<file path="src/hw/mem_cfg_pkg.sv">
package mem_cfg_pkg;

    //////////////////////////////////////////////////////////////////////
    // word geometry

    localparam int WORD_WIDTH   = 32;                       // bits per memory word
    localparam int COL_WIDTH    = 8;                        // one byte column
    localparam int NUM_COL      = WORD_WIDTH / COL_WIDTH;   // 4 columns per word
    localparam int OFFSET_WIDTH = $clog2(NUM_COL);          // byte offset bits, 2

    // 14 index bits -> 16K words, 64KB
    localparam int DEFAULT_INDEX_WIDTH = 14;

    // byte address width as seen at the lane ports
    localparam int ADDR_WIDTH = 32;

    //////////////////////////////////////////////////////////////////////
    // vector types

    // full data word, column 0 in the low byte
    typedef logic [WORD_WIDTH-1:0] word_t;

    // per column write enable, bit c -> column c
    typedef logic [NUM_COL-1:0] byte_en_t;

    // byte position inside a word
    typedef logic [OFFSET_WIDTH-1:0] offset_t;

    // raw byte address, upper bits beyond the index wrap
    typedef logic [ADDR_WIDTH-1:0] addr_t;

endpackage

</file>
<file path="src/hw/mem_op_pkg.sv">
package mem_op_pkg;

    //////////////////////////////////////////////////////////////////////
    // access size
    //
    // same encoding for loads and stores, low two bits of funct3
    // code 3 is not an access, a store writes nothing and a load
    // returns zero

    typedef logic [1:0] mem_size_t;

    localparam mem_size_t SIZE_BYTE = 2'd0;   // lb / lbu / sb
    localparam mem_size_t SIZE_HALF = 2'd1;   // lh / lhu / sh, offset 0 or 2
    localparam mem_size_t SIZE_WORD = 2'd2;   // lw / sw, offset 0 only

    //////////////////////////////////////////////////////////////////////
    // request description
    //
    // a load lane: address, size, sign flag, read strobe
    //   sign high -> sign extend, low -> zero extend
    // a store lane: address, data, size, write level
    //   data is right aligned, only the low byte or half is used
    //   for sub word sizes
    //
    // no request spans two words

endpackage

</file>
<file path="src/hw/store_align.sv">
`timescale 1ns/10ps

module store_align #(
    parameter int INDEX_WIDTH = mem_cfg_pkg::DEFAULT_INDEX_WIDTH
) (
    input  mem_cfg_pkg::addr_t      st_addr,
    input  mem_cfg_pkg::word_t      st_data,
    input  mem_op_pkg::mem_size_t   st_size,
    input  logic                    st_write,
    output logic [INDEX_WIDTH-1:0]  wr_index,
    output mem_cfg_pkg::byte_en_t   wr_en,
    output mem_cfg_pkg::word_t      wr_data
);

    localparam int COL_W  = mem_cfg_pkg::COL_WIDTH;
    localparam int HALF_W = 2 * COL_W;
    localparam int OFS_W  = mem_cfg_pkg::OFFSET_WIDTH;
    localparam int N_COL  = mem_cfg_pkg::NUM_COL;

    mem_cfg_pkg::offset_t  offset;      // byte within the word
    mem_cfg_pkg::byte_en_t size_en;     // enables from size and offset only

    //////////////////////////////////////////////////////////////////////
    // address split

    assign offset   = st_addr[OFS_W-1:0];
    assign wr_index = st_addr[INDEX_WIDTH+OFS_W-1:OFS_W];   // upper bits dropped, wraps

    //////////////////////////////////////////////////////////////////////
    // enables and lane replication
    //
    // the low byte / half is copied into every column position, the
    // enables then pick which copy lands in the array

    always_comb
    begin
        size_en = '0;
        wr_data = st_data;                                  // word store, as is
        case (st_size)
            mem_op_pkg::SIZE_BYTE:
            begin
                size_en = mem_cfg_pkg::byte_en_t'(1) << offset;
                wr_data = {N_COL{st_data[COL_W-1:0]}};      // byte in all 4 columns
            end
            mem_op_pkg::SIZE_HALF:
            begin
                if (!offset[0])                             // offset 0 or 2 only
                    size_en = mem_cfg_pkg::byte_en_t'(3) << offset;
                wr_data = {(N_COL/2){st_data[HALF_W-1:0]}}; // half in both halves
            end
            mem_op_pkg::SIZE_WORD:
            begin
                if (offset == '0)
                    size_en = '1;
            end
            default:
            begin
                size_en = '0;                               // code 3, no write
            end
        endcase
    end

    // write level gates everything
    assign wr_en = st_write ? size_en : '0;

endmodule

</file>
<file path="config.mk">
export PLATFORM = sky130hd
export DESIGN_NAME = store_align
export DESIGN_NICKNAME = d
export VERILOG_FILES = /design/src/hw/mem_cfg_pkg.sv /design/src/hw/mem_op_pkg.sv /design/src/hw/store_align.sv
export SDC_FILE = /design/constraint.sdc
export NUM_CORES = 1
export LEC_CHECK = 0
export ABC_AREA = 1
export BUFFER_PORTS_ARGS = -buffer_cell sky130_fd_sc_hd__buf_2
export CAP_MARGIN = 10
export CORE_MARGIN = 5
export CORE_UTILIZATION = 26
export DETAILED_ROUTE_END_ITERATION = 8
export PLACE_DENSITY = 0.83
export REMOVE_ABC_BUFFERS = 1
export SLEW_MARGIN = 5
export SYNTH_ARGS = -nofsm -noshare
export SYNTH_HDL_FRONTEND = slang
export SYNTH_SLANG_ARGS = --single-unit
</file>
<file path="constraint.sdc">
create_clock -name vclk -period 0.9
set_input_delay 0.18 -clock vclk [all_inputs]
set_output_delay 0.18 -clock vclk [all_outputs]
set_load 0.02 [all_outputs]
</file>
# Yosys cells after proc, flatten, opt, wreduce, memory -nomap -nowiden
# Cells that the tools add are included.
totals:
  ff_bits: 0
  inputBits: 67
  out_inout_bits: 50
  wordCells: 11
op_classes:
  eq_ne: 2
  shifts: 2
  n_mux: 5
  n_reduce_logical: 2
op_table:
  columns: ["op", "count"]
  rows:
  - ["$pmux 32 s2", 1]
  - ["$mux 4", 3]
  - ["$pmux 4 s3", 1]
  - ["$logic_not 2->1", 2]
  - ["$shl 1x2->4 const A", 1]
  - ["$shl 2x2->4 const A", 1]
  - ["$eq 2x1->1 const B", 1]
  - ["$eq 2x2->1 const B", 1]

# Logic depth before layout (Yosys ltp)
# Gate-level depths: netlist (run 1).
logic_depth:
  ltp_word: 4
  depth_mapped: 7
  mapped_depth_nobuf: 6

# Worst setup path after synthesis (run 1)
# Ideal clock, no wire load.
synth_path:
  kind: "input-to-output"
  startpoint: "input st_size[1]"
  endpoint: "output wr_data[24]"
  arrival_ns: 0.884
  required_ns: 0.720
  setup_slack_ns: -0.164
  stages: 4
  path_buffers: 1
  path_cell_list: "buf_6 -> nor2_4 -> inv_2 -> o211ai_1"
synth_between:
  elab_chain_len: 2
  word_cells_on_any_way: 3
  classes_between: "eq/ne (1); mux (1); reduce/logical (1)"
synth_lines:
  columns: ["item", "line_no", "source"]
  rows:
  - ["start, declared", "store_align.sv:8", "input mem_op_pkg::mem_size_t st_size,"]
  - ["$eq 2x1->1 or $logic_not 2->1 (tied branches)", "store_align.sv:39", "case (st_size)"]
  - ["$pmux 32 s2 *", "store_align.sv:39", null]
  - ["end, declared", "store_align.sv:12", "output mem_cfg_pkg::word_t wr_data"]
# Every way passes the cells marked *; elsewhere a longest branch is shown, timed or not.

# Worst setup path in the final report (run 1)
layout_path:
  startpoint: "input st_size[0]"
  endpoint: "output wr_data[24]"
# Same word-level chain as after synthesis.

==> results of run 1 <==
## critical path: stages
cell and delay, ns:
buf_12 0.11, nor2_4 0.16, buf_6 0.18, nand2_4 0.06
o211ai_1 0.11, buf_4 0.18
## cells by family after synthesis
kind of cell / after synthesis
compound gates: 12
simple gates: 69
buf+inv: 38
## per-stage QoR
| stage | utilization, % | hold WS (ns) | cells | setup TNS (ns) | setup WS [ns] |
|---|---|---|---|---|---|
| final | 56.7 | 0.360 | 208 | -4.68 | -0.270 |
| after global routing | 56.7 | 0.360 | 208 | -5.75 | -0.310 |
| after CTS | 51.7 | 0.360 | 206 | -4.19 | -0.244 |
| after detailed placement | 40.5 | 0.360 | 205 | -6.06 | -0.311 |
| after global placement | 40.5 | 0.360 | 205 | -5.58 | -0.260 |
| after floorplan | - | 0.360 | 94 | -3.06 | -0.317 |
## routing by layer
metal | vias to the layer above | global-route usage (%)
li1 | 467 | -
met1 | 427 | 16.0
met2 | 61 | 30.0
met3 | 8 | 10.7
met4 | 2 | 3.97
met5 | - | 9.52
## final timing paths
check	from	slack [ns]	to
worst min-delay path	st_addr[14]	0.36	wr_index[12]
worst max-delay path	st_size[0]	-0.27	wr_data[24]
## layout make-up
type                       count  area, um2
fill                         211        950
timing repair buffer          86        671
multi-input combinational     81        479
tap                           28       35.0
inverter                      13       56.3
## power groups by stage
stage	Clock, mW	Sequential [mW]	Combinational [mW]
after floorplan	0	0	0.262
after global placement	0	0	0.561
after detailed placement	0	0	0.565
after CTS	0	0	0.727
after global routing	0	0	0.842
final	0	0	0.791
## placed cells by master, fill, tap and decap left out
cell	Yosys	layout
nand3_4	0	1
a21oi_2	0	2
nor2_4	1	5
o21ai_1	5	1
buf_12	0	2
buf_6	2	26
inv_2	2	3
buf_8	0	1
inv_4	1	3
nand3_2	0	1
buf_2	1	42
o211ai_1	5	5
inv_1	10	7
nand3_1	6	4
nand2_1	57	40
nand2_4	0	4
nand2_2	0	13
nor2_1	4	1
buf_4	22	15
o21ai_2	0	4
## timing repair
item,in CTS,in global routing
cloned,1,0
resized for setup,77,29
endpoints found under the setup margin,28,28
pin swaps,12,12
setup buffers,0,3
==> run summary, run 1 <==
Post-Synth Adder-Cell Area: 0%
Pwr Density: 638 nW/um2
max-cap violations: 0
setup ws final: -0.270 ns
Post-CTS Hold Buffers: 0
cells after synthesis: 119
Period minus WS final: 1.17 ns
Ant. Diodes: 0
RSZ-0062 raised after global routing: true
Worst Hold Class: primary input to primary output
area grow syn2layout: 109%
clock buffer count: 0
Final Hold Vio Count: 0
Port Buffer Count: 73
Post-Synth XOR/XNOR Area: 0%
DR WL met2: 1550 um
Area contributors post-synth: nand2_1, buf_4, inv_1, o211ai_1, nand3_1
largest family of logic cells by synthesized area: simple AND/OR/NAND/NOR gates
Pleak: 0.722 nW
Final period util: 130%
Slew Limit Fails: 0
DRC viols: 0
run status: finished, violations left
most frequent cells after synthesis: nand2_1, buf_4, inv_1
vias in the first global route: 954
CP arrival: 0.99 ns
Die Height: 57.8 um
hpwl dp: 2250 um
Syn Area/Cell: 4.98 um2
FF/Latch Area: 0 um2
share of power burned in registers: 0%
Internal: 0.371 mW
Overflow after GRT: 0
Fmax achieved: 0.855 GHz
VDD IR-drop max: 358 uV
Hold Crit Depth: 0
share of cells above drive strength 1: 67.8%
most common cell in the netlist: nand2_1
CP Launch Type: primary input
Final Instance Area: 1240 um2
Slew headroom: 86.4%
first-pass GRT wire length: 4450 um
Seq cells: 0
warnings from Yosys: 0
post-synthesis compound-gate area fraction: 12.2%
WL met3: 482 um
Vias: 965
largest net degree at the start of global routing: 10
die area: 3340 um2
GRT Resource Usage Total: 17.0%
mux share of post-synthesis cell area: 0%
Die X: 57.8 um
Psw: 0.420 mW
Unique masters post-synth: 14
antenna violations before repair: 0
Placed Area: 888 um2
# setup viols final: 28
Least-Margin Pin Slew: 0.203 ns
Pwr Total: 0.791 mW
Critical Path RT: 0.72 ns
post-synth top area share: 36.1%
WL met1: 935 um
Clock power frac: 0%
Site Rows: 17
Synth Cell Area: 593 um2
Final Wtd Congestion: 0.835
Crit. End Element: primary output
worst setup path category: primary input to primary output
Switching Fraction: 53.1%
Post-Route WL: 3100 um
vias per cell: 4.64
IO Pins: 117
crit-path max FO: 6
leading area contributor after synthesis: nand2_1
Initial DRT Pass Iterations: 4
Seq/Total Area, Yosys: 0%
ANT nets after route: 0
NumNets Final: 249
Synth Area in Simple Gates: 46.6%
1st-iter DRT viols: 7
top sig layer: met5
failing checks: setup timing
DR WL/cell: 14.9 um
Initial Util: 27.1%
Gate power share: 100.0%
Core Area: 2190 um2
(Power assumes the default switching activity.)
==> inputs of run 2 (changes only) <==
--- a/config.mk
+++ b/config.mk
@@ -9,10 +9,11 @@
 export BUFFER_PORTS_ARGS = -buffer_cell sky130_fd_sc_hd__buf_2
 export CAP_MARGIN = 10
 export CORE_MARGIN = 5
-export CORE_UTILIZATION = 26
+export CORE_UTILIZATION = 24
 export DETAILED_ROUTE_END_ITERATION = 8
-export PLACE_DENSITY = 0.83
+export PLACE_DENSITY = 0.81
 export REMOVE_ABC_BUFFERS = 1
+export SKIP_LAST_GASP = 1
 export SLEW_MARGIN = 5
 export SYNTH_ARGS = -nofsm -noshare
 export SYNTH_HDL_FRONTEND = slang
==> constraint.sdc (replaced) <==
create_clock -name vclk -period 0.95
set_input_delay 0.19 -clock vclk [all_inputs]
set_output_delay 0.19 -clock vclk [all_outputs]
set_load 0.02 [all_outputs]
==> run summary, run 2 (synthesis results as in run 1) <==
die area: 3570 um2 (+6.9%)
Slew Limit Fails: 0 (unchanged)
Initial Util: 24.6% (-2.5 points)
worst setup path category: primary input to primary output
most frequent cells in the layout: nand2_1, buf_2, buf_4
run status: finished, violations left
Post-Route WL: 2720 um (-12%)
Site Rows: 18 (+1)
Initial DRT Pass Iterations: 4 (unchanged)
largest net degree at the start of global routing: 17 (+7)
Min Hold Slack: 0.380 ns (+0.0200 ns)
hold path endpoint: wr_index[3]
Pwr Total: 0.651 mW (-18%)
Vias: 898 (-6.9%)
first-pass GRT wire length: 3970 um (-11%)
Overflow after GRT: 0 (unchanged)
NumNets Final: 246 (-1.2%)
hold_sp: st_addr[5]
Slew headroom: 88.7% (+2.3 points)
hpwl dp: 2210 um (-1.5%)
IO Pins: 117 (unchanged)
DRC viols: 0 (unchanged)
commonest non-fill, non-tap cell in the layout: nand2_1
Final Hold Vio Count: 0 (unchanged)
Pwr Density: 611 nW/um2 (-4.1%)
Core Area: 2410 um2 (+10%)
Seq cells: 0 (unchanged)
Final Wtd Congestion: 0.846 (+1.2%)
clock buffer count: 0 (unchanged)
Critical Path RT: 0.76 ns (+0.04 ns)
Port Buffer Count: 73 (unchanged)
Ant. Diodes: 0 (unchanged)
setup tns final: -3.22 ns (+1.46 ns)
Die Height: 59.7 um (+3.4%)
vias in the first global route: 870 (-8.8%)
Period minus WS final: 1.13 ns
failing checks: setup timing
GRT Resource Usage Total: 14.1% (-3.0 points)
vias per cell: 4.34 (-6.5%)
multi-input logic area: 382 um2 (-20%)
CP arrival: 0.94 ns (-0.05 ns)
RSZ-0062 raised after global routing: true
# setup viols final: 28 (unchanged)
CP Launch Type: primary input
Least-Margin Pin Slew: 0.169 ns (-0.0342 ns)
area grow syn2layout: 79.5%
crit-path max FO: 5 (-1)
setup ws final: -0.181 ns (+0.0896 ns)
max-cap violations: 0 (unchanged)
ANT nets after route: 0 (unchanged)
Crit. End Element: primary output
Worst Hold Class: primary input to primary output
Fmax achieved: 0.885 GHz
Hold Crit Depth: 0 (unchanged)
crit path buf inv count: 4 (+1)
FF/Latch Area: 0 um2 (unchanged)
1st-iter DRT viols: 15 (+8)
Pleak: 0.650 nW (-10%)
cell breakdown of the critical path: buf_8, buf_12, nor2_4, inv_2, o211ai_1, buf_4
VDD IR-drop max: 265 uV (-26%)
share of cells above drive strength 1: 54.2% (-14 points)
Crit path largest cell delay: 0.17 ns (about the same)
pre-CTS setup slack: -0.251 ns (+0.0600 ns)
Final period util: 119%
DR WL/cell: 13.1 um (-12%)
Crit-path slowest cell: o211ai_1
antenna violations before repair: 0 (unchanged)
filler instances: 264 (+25%)
Die X: 59.7 um (+3.4%)
fin util: 44.2% (-12 points)
Largest delay share family, worst path: buffers and inverters
-- run 2: cell types whose count changed in the layout (fill, tap and decap cells not counted), sizes merged --
cell | before | now
buf | 86 | 83
-- run 2: layer usage --
layer | part of all wire [%] | up-vias | global-route usage (%)
li1 | - | 463 | -
met1 | 31 | 388 | 14.2
met2 | 52 | 47 | 25.2
met3 | 16 | 0 | 9.94
met4 | 0 | 0 | 0
met5 | 0 | - | 0
-- run 2: cell type report --
| cell class | instances | area share, % |
|---|---|---|
| Inverter | 13 | 4.82 |
| Multi-Input combinational cell | 81 | 35.8 |
| Timing Repair Buffer | 83 | 55.8 |
| Tap cell | 30 | 3.53 |
-- run 2: worst max path at each step --
stage / depth (start not counted) / from / end / slack [ns]
2_1_floorplan: 3 / st_size[1] / wr_en[1] / -0.29
3_3_place_gp: 6 / st_size[1] / wr_data[25] / -0.24
3_5_place_dp: 6 / st_size[1] / wr_data[26] / -0.25
4_1_cts: 6 / st_size[1] / wr_data[26] / -0.21
5_1_grt: 6 / st_size[1] / wr_data[25] / -0.25
6_report: 6 / st_size[1] / wr_data[26] / -0.18
-- run 2: where the power goes --
part | internal (mW) | total, mW | switching (mW)
Combinational | 0.300 | 0.651 | 0.351
Clock | 0 | 0 | 0
Sequential | 0 | 0 | 0
-- run 2: through the flow --
step                      instances  area (um2)
final                           207        1060
after global routing            207        1060
after floorplan                  94         400
after CTS                       206        1000
after global placement          206         896
after detailed placement        206         896
-- run 2: repair_timing --
| item | 4_1_cts | 5_1_grt |
|---|---|---|
| setup endpoints to repair | 28 | 28 |
| setup buffers | 0 | 1 |
| pin swaps | 6 | 4 |
| gates resized for setup | 37 | 17 |
| hold buffers | 0 | 0 |
==> inputs of run 3 (changes only) <==
--- a/config.mk
+++ b/config.mk
@@ -13,7 +13,6 @@
 export DETAILED_ROUTE_END_ITERATION = 8
 export PLACE_DENSITY = 0.81
 export REMOVE_ABC_BUFFERS = 1
-export SKIP_LAST_GASP = 1
 export SLEW_MARGIN = 5
 export SYNTH_ARGS = -nofsm -noshare
 export SYNTH_HDL_FRONTEND = slang
==> constraint.sdc (replaced) <==
create_clock -name vclk -period 0.95
set_input_delay 0.1425 -clock vclk [all_inputs]
set_output_delay 0.1425 -clock vclk [all_outputs]
set_load 0.02 [all_outputs]
==> run summary, run 3 (synthesis results as in run 1) <==
run status: finished, violations left
failing checks: setup timing
Gate power share: 100.0% (about the same)
most frequent cells in the layout: nand2_1, buf_2, buf_4
clock buffer count: 0 (unchanged)
worst setup path category: primary input to primary output
Seq cells: 0 (unchanged)
crit-path max FO: 5 (unchanged)
Final period util: 111% (-8.1 points)
Ant. Diodes: 0 (unchanged)
Fmax achieved: 0.949 GHz (+7.3%)
area grow syn2layout: 86.3%
crit path buf inv count: 4 (unchanged)
Critical Path Source: st_size[1]
first-pass GRT wire length: 3960 um (-0.18%)
Port Buffer Count: 73 (unchanged)
Initial DRT Pass Iterations: 4 (unchanged)
ANT nets after route: 0 (unchanged)
Core Area: 2410 um2 (unchanged)
Min Hold Slack: 0.285 ns (-0.0950 ns)
Worst Hold Class: primary input to primary output
Post-CTS Hold Buffers: 0 (unchanged)
Overflow after GRT: 0 (unchanged)
Psw: 0.360 mW (+2.8%)
CP arrival: 0.91 ns (-0.03 ns)
Die Height: 59.7 um (unchanged)
FF/Latch Area: 0 um2 (unchanged)
Die X: 59.7 um (unchanged)
Least-Margin Pin Slew: 0.180 ns (+0.0116 ns)
share of cells above drive strength 1: 59.2% (+5.0 points)
Slew Limit Fails: 0 (unchanged)
Clock power frac: 0% (unchanged)
max-cap violations: 0 (unchanged)
largest net degree at the start of global routing: 10 (-7)
DR WL/cell: 12.8 um (-2.3%)
DRC viols: 0 (unchanged)
setup ws final: -0.103 ns (+0.0770 ns)
IO Pins: 117 (unchanged)
commonest non-fill, non-tap cell in the layout: nand2_1
hold_sp: st_addr[5]
Pwr Density: 607 nW/um2 (-0.73%)
Initial Util: 24.6% (unchanged)
antenna violations before repair: 0 (unchanged)
NumNets Final: 248 (+0.81%)
die area: 3570 um2 (unchanged)
Post-CTS Setup Bufs: 0 (unchanged)
Internal: 0.310 mW (+3.3%)
vias in the first global route: 875 (+0.57%)
hpwl dp: 2190 um (-0.86%)
Vias: 897 (-0.11%)
Final Wtd Congestion: 0.892 (+5.5%)
Pleak: 0.665 nW (+2.3%)
1st-iter DRT viols: 24 (+9)
setup tns final: -1.04 ns (+2.18 ns)
RSZ-0062 raised after global routing: true
cell breakdown of the critical path: buf_8, buf_12, nor2_4, inv_4, o211ai_1, buf_4
Critical Path RT: 0.81 ns (+0.05 ns)
Final Hold Vio Count: 0 (unchanged)
Period minus WS final: 1.05 ns (-0.0770 ns)
GRT Resource Usage Total: 14.2% (+0.18 points)
CP Launch Type: primary input
# setup viols final: 17 (-39%)
Slew headroom: 87.9% (-0.78 points)
Crit-path slowest cell: o211ai_1
Post-Route WL: 2680 um (-1.4%)
share of power burned in registers: 0% (unchanged)
Largest delay share family, worst path: buffers and inverters
Site Rows: 18 (unchanged)
VDD IR-drop max: 283 uV (+6.8%)
Switching Fraction: 53.8% (-0.12 points)
vias per cell: 4.29 (-1.1%)
Crit. End Element: primary output
Crit path largest cell delay: 0.18 ns (about the same)
run 3: changes by cell type in the layout (fill, tap and decap cells not counted):
cell	previous run	this run
nand2_1	56	52
nand2_2	1	5
buf_6	13	14
buf_2	44	45
o21ai_2	0	3
nor2_2	2	1
buf_12	2	1
buf_8	1	2
o21ai_1	5	2
inv_1	9	8
nor2_4	3	4
inv_4	1	2
run 3: power groups by stage:
stage | sequential, mW | combinational [mW] | clock, mW
after CTS | 0 | 0.614 | 0
after detailed placement | 0 | 0.541 | 0
after global routing | 0 | 0.724 | 0
after global placement | 0 | 0.538 | 0
after floorplan | 0 | 0.248 | 0
final | 0 | 0.670 | 0
run 3: metrics by stage:
step	total power, mW	area (um2)	std cells	setup WS (ns)	utilization, %
final	0.670	1100	209	-0.103	45.8
after global routing	0.724	1100	209	-0.149	45.8
after CTS	0.614	1010	209	-0.0983	42.0
after detailed placement	0.541	898	208	-0.158	37.3
after global placement	0.538	898	208	-0.144	37.3
after floorplan	0.248	400	94	-0.192	-
run 3: final timing paths:
| check | slack, ns | depth (start not counted) | end |
|---|---|---|---|
| max | -0.10 | 6 | wr_data[26] |
| min | 0.29 | 0 | wr_index[3] |
run 3: routing by layer:
metal / GRT usage, % / wire length (um)
met1: 15.2 / 820
met2: 23.5 / 1310
met3: 10.2 / 510
met4: 1.90 / 44
met5: 0 / 0
run 3: what timing repair did:
action	4_1_cts	5_1_grt
pin swaps	5	4
gates cloned	1	0
endpoints found under the setup margin	26	28
gates resized for setup	37	30
run 3: cell type report:
cell class,instances,area [um2]
Inverter,13,53.8
Multi-Input combinational cell,81,408
Fill cell,239,1310
Tap cell,30,37.5
Timing Repair Buffer,85,606
