$ cat src/hw/mem_cfg_pkg.sv
package mem_cfg_pkg;

    //////////////////////////////////////////////////////////////////////
    // word geometry

    localparam int WORD_WIDTH   = 32;                       // bits per memory word
    localparam int COL_WIDTH    = 8;                        // one byte column
    localparam int NUM_COL      = WORD_WIDTH / COL_WIDTH;   // 4 columns per word
    localparam int OFFSET_WIDTH = $clog2(NUM_COL);          // byte offset bits, 2

    // 14 index bits -> 16K words, 64KB
    localparam int DEFAULT_INDEX_WIDTH = 14;

    // byte address width as seen at the lane ports
    localparam int ADDR_WIDTH = 32;

    //////////////////////////////////////////////////////////////////////
    // vector types

    // full data word, column 0 in the low byte
    typedef logic [WORD_WIDTH-1:0] word_t;

    // per column write enable, bit c -> column c
    typedef logic [NUM_COL-1:0] byte_en_t;

    // byte position inside a word
    typedef logic [OFFSET_WIDTH-1:0] offset_t;

    // raw byte address, upper bits beyond the index wrap
    typedef logic [ADDR_WIDTH-1:0] addr_t;

endpackage

$ cat src/hw/mem_op_pkg.sv
package mem_op_pkg;

    //////////////////////////////////////////////////////////////////////
    // access size
    //
    // same encoding for loads and stores, low two bits of funct3
    // code 3 is not an access, a store writes nothing and a load
    // returns zero

    typedef logic [1:0] mem_size_t;

    localparam mem_size_t SIZE_BYTE = 2'd0;   // lb / lbu / sb
    localparam mem_size_t SIZE_HALF = 2'd1;   // lh / lhu / sh, offset 0 or 2
    localparam mem_size_t SIZE_WORD = 2'd2;   // lw / sw, offset 0 only

    //////////////////////////////////////////////////////////////////////
    // request description
    //
    // a load lane: address, size, sign flag, read strobe
    //   sign high -> sign extend, low -> zero extend
    // a store lane: address, data, size, write level
    //   data is right aligned, only the low byte or half is used
    //   for sub word sizes
    //
    // no request spans two words

endpackage

$ cat src/hw/load_extract.sv
`timescale 1ns/10ps

module load_extract (
    input  logic                    MEM_CLK,
    input  logic                    rst_n,
    // load request
    input  mem_cfg_pkg::addr_t      ld_addr,
    input  mem_op_pkg::mem_size_t   ld_size,
    input  logic                    ld_sign,
    input  logic                    ld_read,
    // word from the array read port, one cycle after ld_read
    input  mem_cfg_pkg::word_t      rd_word,
    // result
    output mem_cfg_pkg::word_t      ld_data,
    output logic                    ld_valid
);

    localparam int WORD_W = mem_cfg_pkg::WORD_WIDTH;
    localparam int COL_W  = mem_cfg_pkg::COL_WIDTH;
    localparam int HALF_W = 2 * COL_W;
    localparam int OFS_W  = mem_cfg_pkg::OFFSET_WIDTH;

    mem_cfg_pkg::offset_t   offset_q;   // byte offset of the request
    mem_op_pkg::mem_size_t  size_q;
    logic                   sign_q;     // 1 = sign extend
    logic                   valid_q;    // ld_read, one cycle late

    logic [COL_W-1:0]       byte_sel;   // addressed column
    logic [HALF_W-1:0]      half_sel;   // addressed half, low or high

    //////////////////////////////////////////////////////////////////////
    // request capture

    always_ff @(posedge MEM_CLK)
    begin
        if (ld_read)
        begin
            offset_q <= ld_addr[OFS_W-1:0];
            size_q   <= ld_size;
            sign_q   <= ld_sign;
        end
    end

    always_ff @(posedge MEM_CLK or negedge rst_n)
    begin
        if (!rst_n)
            valid_q <= 1'b0;
        else
            valid_q <= ld_read;         // one pulse per strobe
    end

    //////////////////////////////////////////////////////////////////////
    // slice and extend

    assign byte_sel = rd_word[offset_q*COL_W +: COL_W];
    assign half_sel = rd_word[offset_q[1]*HALF_W +: HALF_W];   // offset bit 0 checked below

    always_comb
    begin
        ld_data = '0;                   // misaligned / bad size -> zero
        case (size_q)
            mem_op_pkg::SIZE_BYTE:
            begin
                ld_data = {{(WORD_W-COL_W){sign_q & byte_sel[COL_W-1]}}, byte_sel};
            end
            mem_op_pkg::SIZE_HALF:
            begin
                if (!offset_q[0])
                    ld_data = {{(WORD_W-HALF_W){sign_q & half_sel[HALF_W-1]}}, half_sel};
            end
            mem_op_pkg::SIZE_WORD:
            begin
                if (offset_q == '0)
                    ld_data = rd_word;  // sign flag has no effect
            end
            default:
            begin
                ld_data = '0;
            end
        endcase
    end

    assign ld_valid = valid_q;

endmodule

$ cat config.mk
export PLATFORM = sky130hd
export DESIGN_NAME = load_extract
export DESIGN_NICKNAME = d
export VERILOG_FILES = /design/src/hw/mem_cfg_pkg.sv /design/src/hw/mem_op_pkg.sv /design/src/hw/load_extract.sv
export SDC_FILE = /design/constraint.sdc
export NUM_CORES = 1
export LEC_CHECK = 0
export BUFFER_PORTS_ARGS = -buffer_cell sky130_fd_sc_hd__clkbuf_2
export CAP_MARGIN = 20
export CORE_ASPECT_RATIO = 1.75
export CORE_MARGIN = 2
export CORE_UTILIZATION = 35
export CTS_CLUSTER_SIZE = 16
export DETAILED_ROUTE_END_ITERATION = 8
export HOLD_SLACK_MARGIN = 0.02
export PLACE_DENSITY = 0.85
export SLEW_MARGIN = 20
export SYNTH_ARGS = -nofsm -noshare
export SYNTH_HDL_FRONTEND = slang
export SYNTH_SLANG_ARGS = --single-unit
export TNS_END_PERCENT = 100
$ cat constraint.sdc
create_clock -name MEM_CLK -period 1.9 [get_ports MEM_CLK]
set_input_delay 0.095 -clock MEM_CLK [delete_from_list [all_inputs] [get_ports MEM_CLK]]
set_output_delay 0.095 -clock MEM_CLK [all_outputs]
set_load 0.01 [all_outputs]
Word level (Yosys, flattened, before mapping)
Index checks and enable logic that the tools add are counted.

storage, ports and cells
  bits in registers = 6
  input bits = 70

cells by class
  equality and inequality tests = 2
  shift operators = 2
  mux-type cells = 3
  bitwise gates (word level) = 2
  reduce and logical (&&, ||, !) cells = 2

operators with widths
  cell                                                 number
  case mux 32 bit (3 select lines)                     1
  two-way mux 32 bit                                   2
  indexed part select 32 x 6 -> 16 bit                 1
  indexed part select 32 x 6 -> 8 bit                  1
  logical NOT 2 bit                                    2
  bitwise AND 1 bit                                    2
  equality test 2 x 1 -> 1 bit, second input constant  1
  equality test 2 bit, second input constant           1

Logic depth before layout (Yosys ltp)
Gate-level depths: netlist (run 1).

  word-level depth = 4
  depth in mapped cells = 6

Worst setup path before layout (run 1)
OpenSTA, ideal clock, no wires.

  path type = register to output
  start = register size_q[1]
  end = output ld_data[10]
  arrival time = 1.336 ns
  path slack = 0.469 ns
  cell stages (with the launch flop) = 5
  cells stage by stage = edfxtp_1 > nand2b_4 > nor2_2 > a22oi_1 > o21ai_0

between the ends
  word-level cells in the longest chain between the ends = 2

ends and longest elaborated chain
  what                                               RTL line            source
  start, declared                                    load_extract.sv:24  mem_op_pkg::mem_size_t size_q;
  start signal, assigned                             load_extract.sv:39  size_q <= ld_size;
  equality test 2 bit, or another cell as far along  load_extract.sv:61  case (size_q)
  case mux 32 bit (3 select lines) *                 load_extract.sv:61
  end, declared                                      load_extract.sv:14  output mem_cfg_pkg::word_t ld_data,

Mark *: on every way between the ends. The rest lies on a longest branch, timed or not.

Worst setup path after layout (run 1)
  start = register offset_q[1]
  end = output ld_data[22]

between the ends
  word-level cells in the longest chain between the ends = 4

ends and longest elaborated chain
  what                                  RTL line            source
  start, declared                       load_extract.sv:23  mem_cfg_pkg::offset_t offset_q;
  start signal, assigned                load_extract.sv:38  offset_q <= ld_addr[OFS_W-1:0];
  indexed part select 32 x 6 -> 16 bit  load_extract.sv:56  assign half_sel = rd_word[offset_q[1]*HALF_W +: HALF_W];
  bitwise AND 1 bit                     load_extract.sv:69  ld_data = {{(WORD_W-HALF_W){sign_q & half_sel[HALF_W-1]}}, half_sel};
  two-way mux 32 bit                    load_extract.sv:68  if (!offset_q[0])
  case mux 32 bit (3 select lines) *    load_extract.sv:61

Marks and branches as above.

==> flow_metrics.env, run 1 <==
export IMPL_synth_compound_area_share_pct=24.4
export IMPL_power_leakage_nw=0.905
export IMPL_clkPwrFrac_pct=25.8
export IMPL_synth_simple_gate_area_share_pct=39.3
export IMPL_cts_buffer_depth=2
export IMPL_initial_core_util_pct=36.4
export IMPL_synth_top_area_share_pct=16.3
export IMPL_dp_cells=208
export IMPL_synthTopCellsByArea="nand3_2 (16%), edfxtp_1 (15%), mux2i_1 (10%)"
export IMPL_powerDensity_nw_per_um2=484
export IMPL_via_per_inst=5.43
export IMPL_crit_path_frequent_cell="buf_4"
export IMPL_ios=103
export IMPL_cp_max_fo=8
export IMPL_min_period_ps=1850
export IMPL_crit_arrival_ps=1760
export IMPL_synth_flop_cell="edfxtp_1"
export IMPL_gp_congestion=0.847
export IMPL_cts_buffers=3
export IMPL_cellInternalPower_uw=492
export IMPL_hold_path_class="in2reg"
export IMPL_max_cap_viol_count=0
export IMPL_dr_pass1_iters=4
export IMPL_synth_mux_area_share_pct=10.2
export IMPL_synth_fa_ha_area_share_pct=0
export IMPL_startpoint_type="register"
export IMPL_drt_wl_total_um=3310
export IMPL_antenna_cells=0
export IMPL_power_share_sequential_pct=22.3
export IMPL_clock_sinks=6
export IMPL_clkTransAtPathRegs_ps=40
export IMPL_setup_ws_ps=45.4
export IMPL_nFillCells=231
export IMPL_drc=0
export IMPL_grt_ovfl_total=0
export IMPL_outcome="completed"
export IMPL_grt_max_degree=17
export IMPL_coreArea_um2=2690
export IMPL_cp_required_ps=1800
export IMPL_grt_pass1_vias=1146
export IMPL_cts_tree="done"
export IMPL_worstSetupPathType="reg2out"
export IMPL_hpwlAfterDp_um=2400
export IMPL_syn_to_final_growth_pct=63.0
export IMPL_drtAntennaViolNets=0
export IMPL_design_area_um2=1600
export IMPL_synth_cells=110
export IMPL_clock_fmax_mhz=539
export IMPL_fin_hold_ws_ps=45.1
export IMPL_power_frac_comb_pct=51.9
export IMPL_setup_viol=0
export IMPL_synth_top_family_by_area="simple AND/OR/NAND/NOR gates"
export IMPL_place_area_um2=1350
export IMPL_synth_warning_count=0
export IMPL_p_sw_uw=281
export IMPL_grt_antenna_before_repair=0
export IMPL_rsz0062_at_grt="true"
export IMPL_yosysTopAreaCell="nand3_2"
export IMPL_synthArstFlopShare_pct=16.7
export IMPL_swShare_pct=36.3
export IMPL_tightest_slew_ps=412
export IMPL_grt_use_total_pct=18.9
export IMPL_synth_area_um2=980
export IMPL_dieHeight_um=74.0
export IMPL_dpl_worst_slack_ps=172
export IMPL_p_total_uw=773
export IMPL_synth_xor_area_share_pct=0
export IMPL_grt_pass1_wl_um=4740
export IMPL_synth_common_cells="nand2_1 (19), nand3_2 (16), mux2i_1 (10), a22oi_1 (8), o22ai_1 (7)"
export IMPL_finalHoldViolations=0
export IMPL_drive_gt1_share_pct=63.5
export IMPL_period_share_pct=97.6
export IMPL_stdcell_count=227
export IMPL_drt_iter0_drc=32
export IMPL_end_kind="output pin"
export IMPL_path_cells="buf_4 -> mux2i_1 -> nor3_2 -> buf_4 -> nand2_8 -> nand3_2 -> clkbuf_2"
export IMPL_synth_edf_count=5
export IMPL_place_port_buffers=72
export IMPL_synth_most_common_cell="nand2_1"
export IMPL_ir_worst_vdd_uv=632
export IMPL_num_vias=1233
export IMPL_synth_seq_cells=6
export IMPL_post_route_util_pct=59.3
export IMPL_clockRootBuffer="clkbuf_8"
export IMPL_die_area_um2=3260
export IMPL_cpPeakStageDelay_ps=470
export IMPL_critPathSlowestCell="edfxtp_1"
export IMPL_finalSetupTns_ps=0
export IMPL_finalNetCount=271
export IMPL_slew_violations=0
export IMPL_postSynthAreaPerCell_um2=8.91
export IMPL_max_slew_margin_pct=72.6
export IMPL_wire_per_inst_um=14.6
export IMPL_yosysUniqueCellTypes=28
export IMPL_htreeDepth=1
export IMPL_rows=25
export IMPL_synthesis_nets=180
export IMPL_die_w_um=44.0
export IMPL_seq_area_frac_synth_pct=17.9
==> what timing repair did <==
| action | in CTS | in global routing |
|---|---|---|
| endpoints found under the setup margin | 5 | 25 |
| gates resized for setup | 1 | 28 |
| pin swaps | 0 | 6 |
| hold endpoints to repair | 1 | 0 |
| cloned | 0 | 2 |
| buffers inserted | 1 | 12 |
| hold buffers | 1 | 0 |
==> sequential cells by signal, summed over array words and instances, names as in the netlist <==
signal	count
size_q	2
offset_q	2
ld_valid	1
sign_q	1
==> worst paths after layout <==
check,startpoint,endpoint,slack [ps],depth (start not counted)
max,offset_q[1],ld_data[22],50,7
min,ld_addr[0],offset_q[0],50,1
max in group asynchronous,rst_n,ld_valid,1630,2
min in group asynchronous,rst_n,ld_valid,190,2
==> critical path, delay by kind of cell, from the launching register on <==
kind / cells / cell delay [ps]
muxes: 1 / 120
and+or+nand+nor: 3 / 440
DFF: 1 / 470
buffers and inverters: 3 / 510
==> metal layers <==
metal	up-vias	global-route usage [%]	part of all wire [%]	wire, µm
li1	609	-	-	-
met1	568	20.8	37	1210
met2	50	34.0	56	1840
met3	6	3.64	6.6	220
met4	0	8.75	1.2	39
met5	-	0	0	0
==> kinds of logic (layout without fill, tap and decap cells) <==
kind of cell	count (synthesis)	in the layout
AO/OA/AOI/OAI	33	33
buffers and inverters	9	98
flip-flops	6	6
multiplexers	10	10
AND/OR/NAND/NOR	52	53
==> cells in the final DEF (no fill, tap or decap), types with 2 or more instances in the layout <==
cell type	count
clkbuf_8	3
nor2b_1	3
nand2_1	19
buf_6	10
nand2b_4	2
and2_1	3
nor2_1	3
buf_4	14
clkbuf_2	62
edfxtp_1	5
o22ai_1	7
a31oi_1	3
nand3_2	16
o21ai_0	2
buf_2	6
o21ai_2	4
o21ai_1	3
mux2i_1	10
a22oi_1	8
a32oi_1	4
nor4_4	2
nand2_8	2
==> power by group through the flow <==
stage          clock, mW  combinational (mW)  sequential [mW]
3_5_place_dp           0               0.337            0.178
5_1_grt            0.214               0.435            0.173
2_1_floorplan          0               0.209            0.170
6_report           0.199               0.401            0.172
3_3_place_gp           0               0.333            0.177
4_1_cts            0.203               0.347            0.173
==> final cells by class <==
cell class / instances / area, µm² / area share, %
well taps: 27 / 33.8 / 2.12
multi-input cells: 96 / 771 / 48.3
flip-flops and latches: 6 / 175 / 11.0
clock buffers: 4 / 45.0 / 2.82
repair buffers: 93 / 568 / 35.6
inverters: 1 / 3.75 / 0.235
Note: power is estimated with default switching activity, not from simulation.
==> inputs of run 2 (changes only) <==
==> constraint.sdc (replaced) <==
create_clock -name MEM_CLK -period 1.9 [get_ports MEM_CLK]
set_input_delay 0 -clock MEM_CLK [delete_from_list [all_inputs] [get_ports MEM_CLK]]
set_output_delay 0 -clock MEM_CLK [all_outputs]
set_load 0.01 [all_outputs]
==> flow_metrics.env, run 2 (same netlist as run 1, synthesis figures left out) <==
export IMPL_syn_to_final_growth_pct=49.6
export IMPL_cts_tree="done"
export IMPL_via_per_inst=5.53
export IMPL_tightest_slew_ps=373
export IMPL_max_cap_viol_count=0
export IMPL_htreeDepth=1
export IMPL_cts_buffers=3
export IMPL_end_kind="output pin"
export IMPL_min_period_ps=1770
export IMPL_grt_use_total_pct=19.4
export IMPL_finalSetupTns_ps=0
export IMPL_power_leakage_nw=0.848
export IMPL_layout_commonest_cell="clkbuf_2"
export IMPL_cts_resized=0
export IMPL_grt_ovfl_total=0
export IMPL_coreArea_um2=2690
export IMPL_cts_setup_buffers=0
export IMPL_die_w_um=44.0
export IMPL_slew_violations=0
export IMPL_hpwlAfterDp_um=2340
export IMPL_place_port_buffers=72
export IMPL_startpoint_type="register"
export IMPL_grt_pass1_wl_um=4890
export IMPL_finalHoldViolations=0
export IMPL_use_met3_pct=2.91
export IMPL_grt_pass1_vias=1148
export IMPL_grt_use_met2_pct=35.6
export IMPL_antenna_cells=0
export IMPL_fin_hold_ws_ps=88.5
export IMPL_grt_max_degree=19
export IMPL_cp_required_ps=1900
export IMPL_dieHeight_um=74.0
export IMPL_hold_path_class="in2async"
export IMPL_critPathLaunch="size_q[1]"
export IMPL_drtAntennaViolNets=0
export IMPL_wire_per_inst_um=14.8
export IMPL_die_area_um2=3260
export IMPL_crit_arrival_ps=1770
export IMPL_path_cells="nand2b_4 -> nor2_2 -> a22oi_1 -> o21ai_1 -> clkbuf_2"
export IMPL_outcome="completed"
export IMPL_clock_fmax_mhz=564
export IMPL_drt_iter0_drc=24
export IMPL_max_slew_margin_pct=75.1
export IMPL_worst_path_buf_inv=1
export IMPL_layout_common_cells="clkbuf_2 (72), nand2_1 (19), nand3_2 (16)"
export IMPL_nFillCells=258
export IMPL_gr_usage_met1_pct=22.1
export IMPL_finalNetCount=263
export IMPL_num_vias=1212
export IMPL_worst_path_dominant_cell_family="flip-flops"
export IMPL_initial_core_util_pct=36.4
export IMPL_ios=103
export IMPL_seq_area_um2=175
export IMPL_clkTransAtPathRegs_ps=40
export IMPL_cp_max_fo=8
export IMPL_period_share_pct=93.3
export IMPL_p_total_uw=731
export IMPL_critPathSlowestCell="edfxtp_1"
export IMPL_post_route_util_pct=54.5
export IMPL_reg_top3="offset_q x2, size_q x2"
export IMPL_cpPeakStageDelay_ps=540
export IMPL_rows=25
export IMPL_worstSetupPathType="reg2out"
export IMPL_clock_sinks=6
export IMPL_rsz0062_at_grt="false"
export IMPL_clockRootBuffer="clkbuf_8"
export IMPL_grt_antenna_before_repair=0
export IMPL_busiest_layer="met2"
export IMPL_drive_gt1_share_pct=58.3
export IMPL_multi_input_area_um2=724
export IMPL_powerDensity_nw_per_um2=499
export IMPL_drt_wl_total_um=3240
export IMPL_cts_buffer_depth=2
export IMPL_dr_pass1_iters=4
export IMPL_ir_worst_vdd_uv=695
export IMPL_gp_congestion=0.873
export IMPL_drc=0
export IMPL_setup_viol=0
## run 2: worst max path at each step
stage / endpoint / slack (ps) / depth (start not counted)
6_report: ld_data[7] / 130 / 5
3_5_place_dp: ld_data[7] / 350 / 5
2_1_floorplan: ld_data[10] / 560 / 4
4_1_cts: ld_data[7] / 120 / 5
3_3_place_gp: ld_data[10] / 360 / 5
5_1_grt: ld_data[7] / 10 / 5
## run 2: power breakdown
part	total [mW]	internal (mW)	switching [mW]
logic	0.354	0.163	0.191
registers	0.173	0.155	0.0180
clock network	0.204	0.145	0.0597
total	0.731	0.463	0.269
## run 2: cell type report
cell class                      instances  area share [%]
Sequential cell                         6            12.0
Timing Repair Buffer                   86            33.0
Multi-Input combinational cell         95            49.4
Inverter                                1           0.256
Tap cell                               27            2.31
Clock buffer                            4            3.07
## run 2: stage by stage
step / instances / setup slack [ps] / area, µm²
after CTS: 219 / 121 / 1470
after global placement: 208 / 359 / 1350
after floorplan: 110 / 564 / 980
after detailed placement: 208 / 353 / 1350
final: 219 / 128 / 1470
after global routing: 219 / 13.4 / 1470
## run 2: metal layers
metal  up-vias  share of wire, %
met5         -                 0
met4         0              0.83
met3         4               5.4
met2        53                55
met1       570                38
li1        585                 -
## run 2: repair_timing
action	in CTS	in global routing
hold endpoints to repair	7	0
hold buffers	7	0
setup endpoints to repair	0	0
==> inputs of run 3 (changes only) <==
--- a/config.mk
+++ b/config.mk
@@ -13,6 +13,7 @@
 export CTS_CLUSTER_SIZE = 16
 export DETAILED_ROUTE_END_ITERATION = 8
 export HOLD_SLACK_MARGIN = 0.02
+export MAX_ROUTING_LAYER = met4
 export PLACE_DENSITY = 0.85
 export SLEW_MARGIN = 20
 export SYNTH_ARGS = -nofsm -noshare
==> constraint.sdc (replaced) <==
create_clock -name MEM_CLK -period 1.8 [get_ports MEM_CLK]
set_input_delay 0 -clock MEM_CLK [delete_from_list [all_inputs] [get_ports MEM_CLK]]
set_output_delay 0 -clock MEM_CLK [all_outputs]
set_load 0.01 [all_outputs]
==> flow_metrics.env, run 3 (same netlist as run 1, synthesis figures left out) <==
export IMPL_ir_worst_vdd_uv=819
export IMPL_wl_met1_um=1220
export IMPL_wire_per_inst_um=14.5
export IMPL_grt_max_degree=17
export IMPL_nFillCells=243
export IMPL_ios=103
export IMPL_max_slew_margin_pct=79.3
export IMPL_grt_use_total_pct=19.4
export IMPL_clock_fmax_mhz=589
export IMPL_dieHeight_um=74.0
export IMPL_top_layer="met4"
export IMPL_gp_congestion=0.893
export IMPL_place_port_buffers=72
export IMPL_hpwlAfterDp_um=2370
export IMPL_cp_max_fo=14
export IMPL_dr_wl_met2_um=1760
export IMPL_cts_buffers=3
export IMPL_drt_iter0_drc=31
export IMPL_max_cap_viol_count=0
export IMPL_die_w_um=44.0
export IMPL_coreArea_um2=2690
export IMPL_cts_buffer_depth=2
export IMPL_reg_top3="offset_q x2, size_q x2"
export IMPL_setup_ws_ps=101
export IMPL_num_vias=1207
export IMPL_critPathLaunch="size_q[1]"
export IMPL_startpoint_type="register"
export IMPL_rsz0062_at_grt="false"
export IMPL_outcome="completed"
export IMPL_drt_wl_total_um=3240
export IMPL_worstSetupPathType="reg2out"
export IMPL_drc=0
export IMPL_cp_required_ps=1800
export IMPL_die_area_um2=3260
export IMPL_wl_met3_um=214
export IMPL_cts_tree="done"
export IMPL_tightest_slew_ps=308
export IMPL_clockRootBuffer="clkbuf_8"
export IMPL_layout_commonest_cell="clkbuf_2"
export IMPL_rows=25
export IMPL_dpl_worst_slack_ps=218
export IMPL_power_leakage_nw=0.873
export IMPL_grt_pass1_vias=1082
export IMPL_finalHoldViolations=0
export IMPL_finalNetCount=268
export IMPL_place_area_um2=1360
export IMPL_via_per_inst=5.39
export IMPL_end_kind="output pin"
export IMPL_min_period_ps=1700
export IMPL_htreeDepth=1
export IMPL_powerDensity_nw_per_um2=520
export IMPL_finalSetupTns_ps=0
export IMPL_clock_sinks=6
export IMPL_clkTransAtPathRegs_ps=40
export IMPL_drive_gt1_share_pct=59.9
export IMPL_layout_common_cells="clkbuf_2 (72), nand2_1 (19), nand3_2 (16)"
export IMPL_crit_arrival_ps=1700
export IMPL_antenna_cells=0
export IMPL_grt_pass1_wl_um=4710
export IMPL_dr_pass1_iters=4
export IMPL_setup_viol=0
export IMPL_grt_antenna_before_repair=0
export IMPL_drtAntennaViolNets=0
export IMPL_hold_path_class="in2async"
export IMPL_slew_violations=0
export IMPL_period_share_pct=94.4
export IMPL_grt_ovfl_total=0
export IMPL_initial_core_util_pct=36.4
export IMPL_design_area_um2=1520
export IMPL_syn_to_final_growth_pct=54.9
## run 3: cell types whose count changed in the layout (fill, tap and decap cells not counted), sizes merged
cell | before | now
buf | 7 | 12
## run 3: layout make-up
class	instances	area, µm²	area share (%)
clock buffers	4	45.0	2.97
flip-flops and latches	6	175	11.5
multi-input cells	95	733	48.3
inverters	1	6.26	0.412
well taps	27	33.8	2.23
repair buffers	91	524	34.5
## run 3: where the power goes
part | internal, mW | total, mW | switching, mW
clock | 0.153 | 0.213 | 0.0606
combinational | 0.186 | 0.399 | 0.213
sequential | 0.164 | 0.177 | 0.0130
## run 3: path summary, 6_finish.rpt
| kind | end | slack (ps) |
|---|---|---|
| worst max-delay path | ld_data[8] | 100 |
| worst min-delay path | ld_valid | 130 |
| max in group asynchronous | ld_valid | 1590 |
| min in group MEM_CLK | ld_data[21] | 320 |
## run 3: through the flow
step	hold WS [ps]	total power, mW	std cells	util, %
after floorplan	-296	0.400	110	-
after global placement	-224	0.541	209	50.5
after detailed placement	-224	0.546	209	50.5
after CTS	86.8	0.770	220	54.9
after global routing	121	0.829	224	56.4
final	128	0.789	224	56.4
## run 3: repair_timing
| action | 4_1_cts | 5_1_grt |
|---|---|---|
| gates resized for setup | 1 | 3 |
| setup endpoints to repair | 2 | 10 |
| pin swaps | 0 | 1 |
| setup buffers | 0 | 4 |
| hold buffers | 7 | 0 |
| hold endpoints to repair | 7 | 0 |
## run 3: metal layers
layer	up-vias	global-route usage [%]
li1	599	-
met1	544	20.5
met2	58	35.1
met3	6	3.64
met4	0	6.73
met5	-	-
## run 3: critical path, stage by stage (launching register included)
cell and delay, ps:
edfxtp_1 410, buf_4 190, nor4_4 320, o21ai_2 110
buf_6 170, o21ai_0 100, clkbuf_2 170
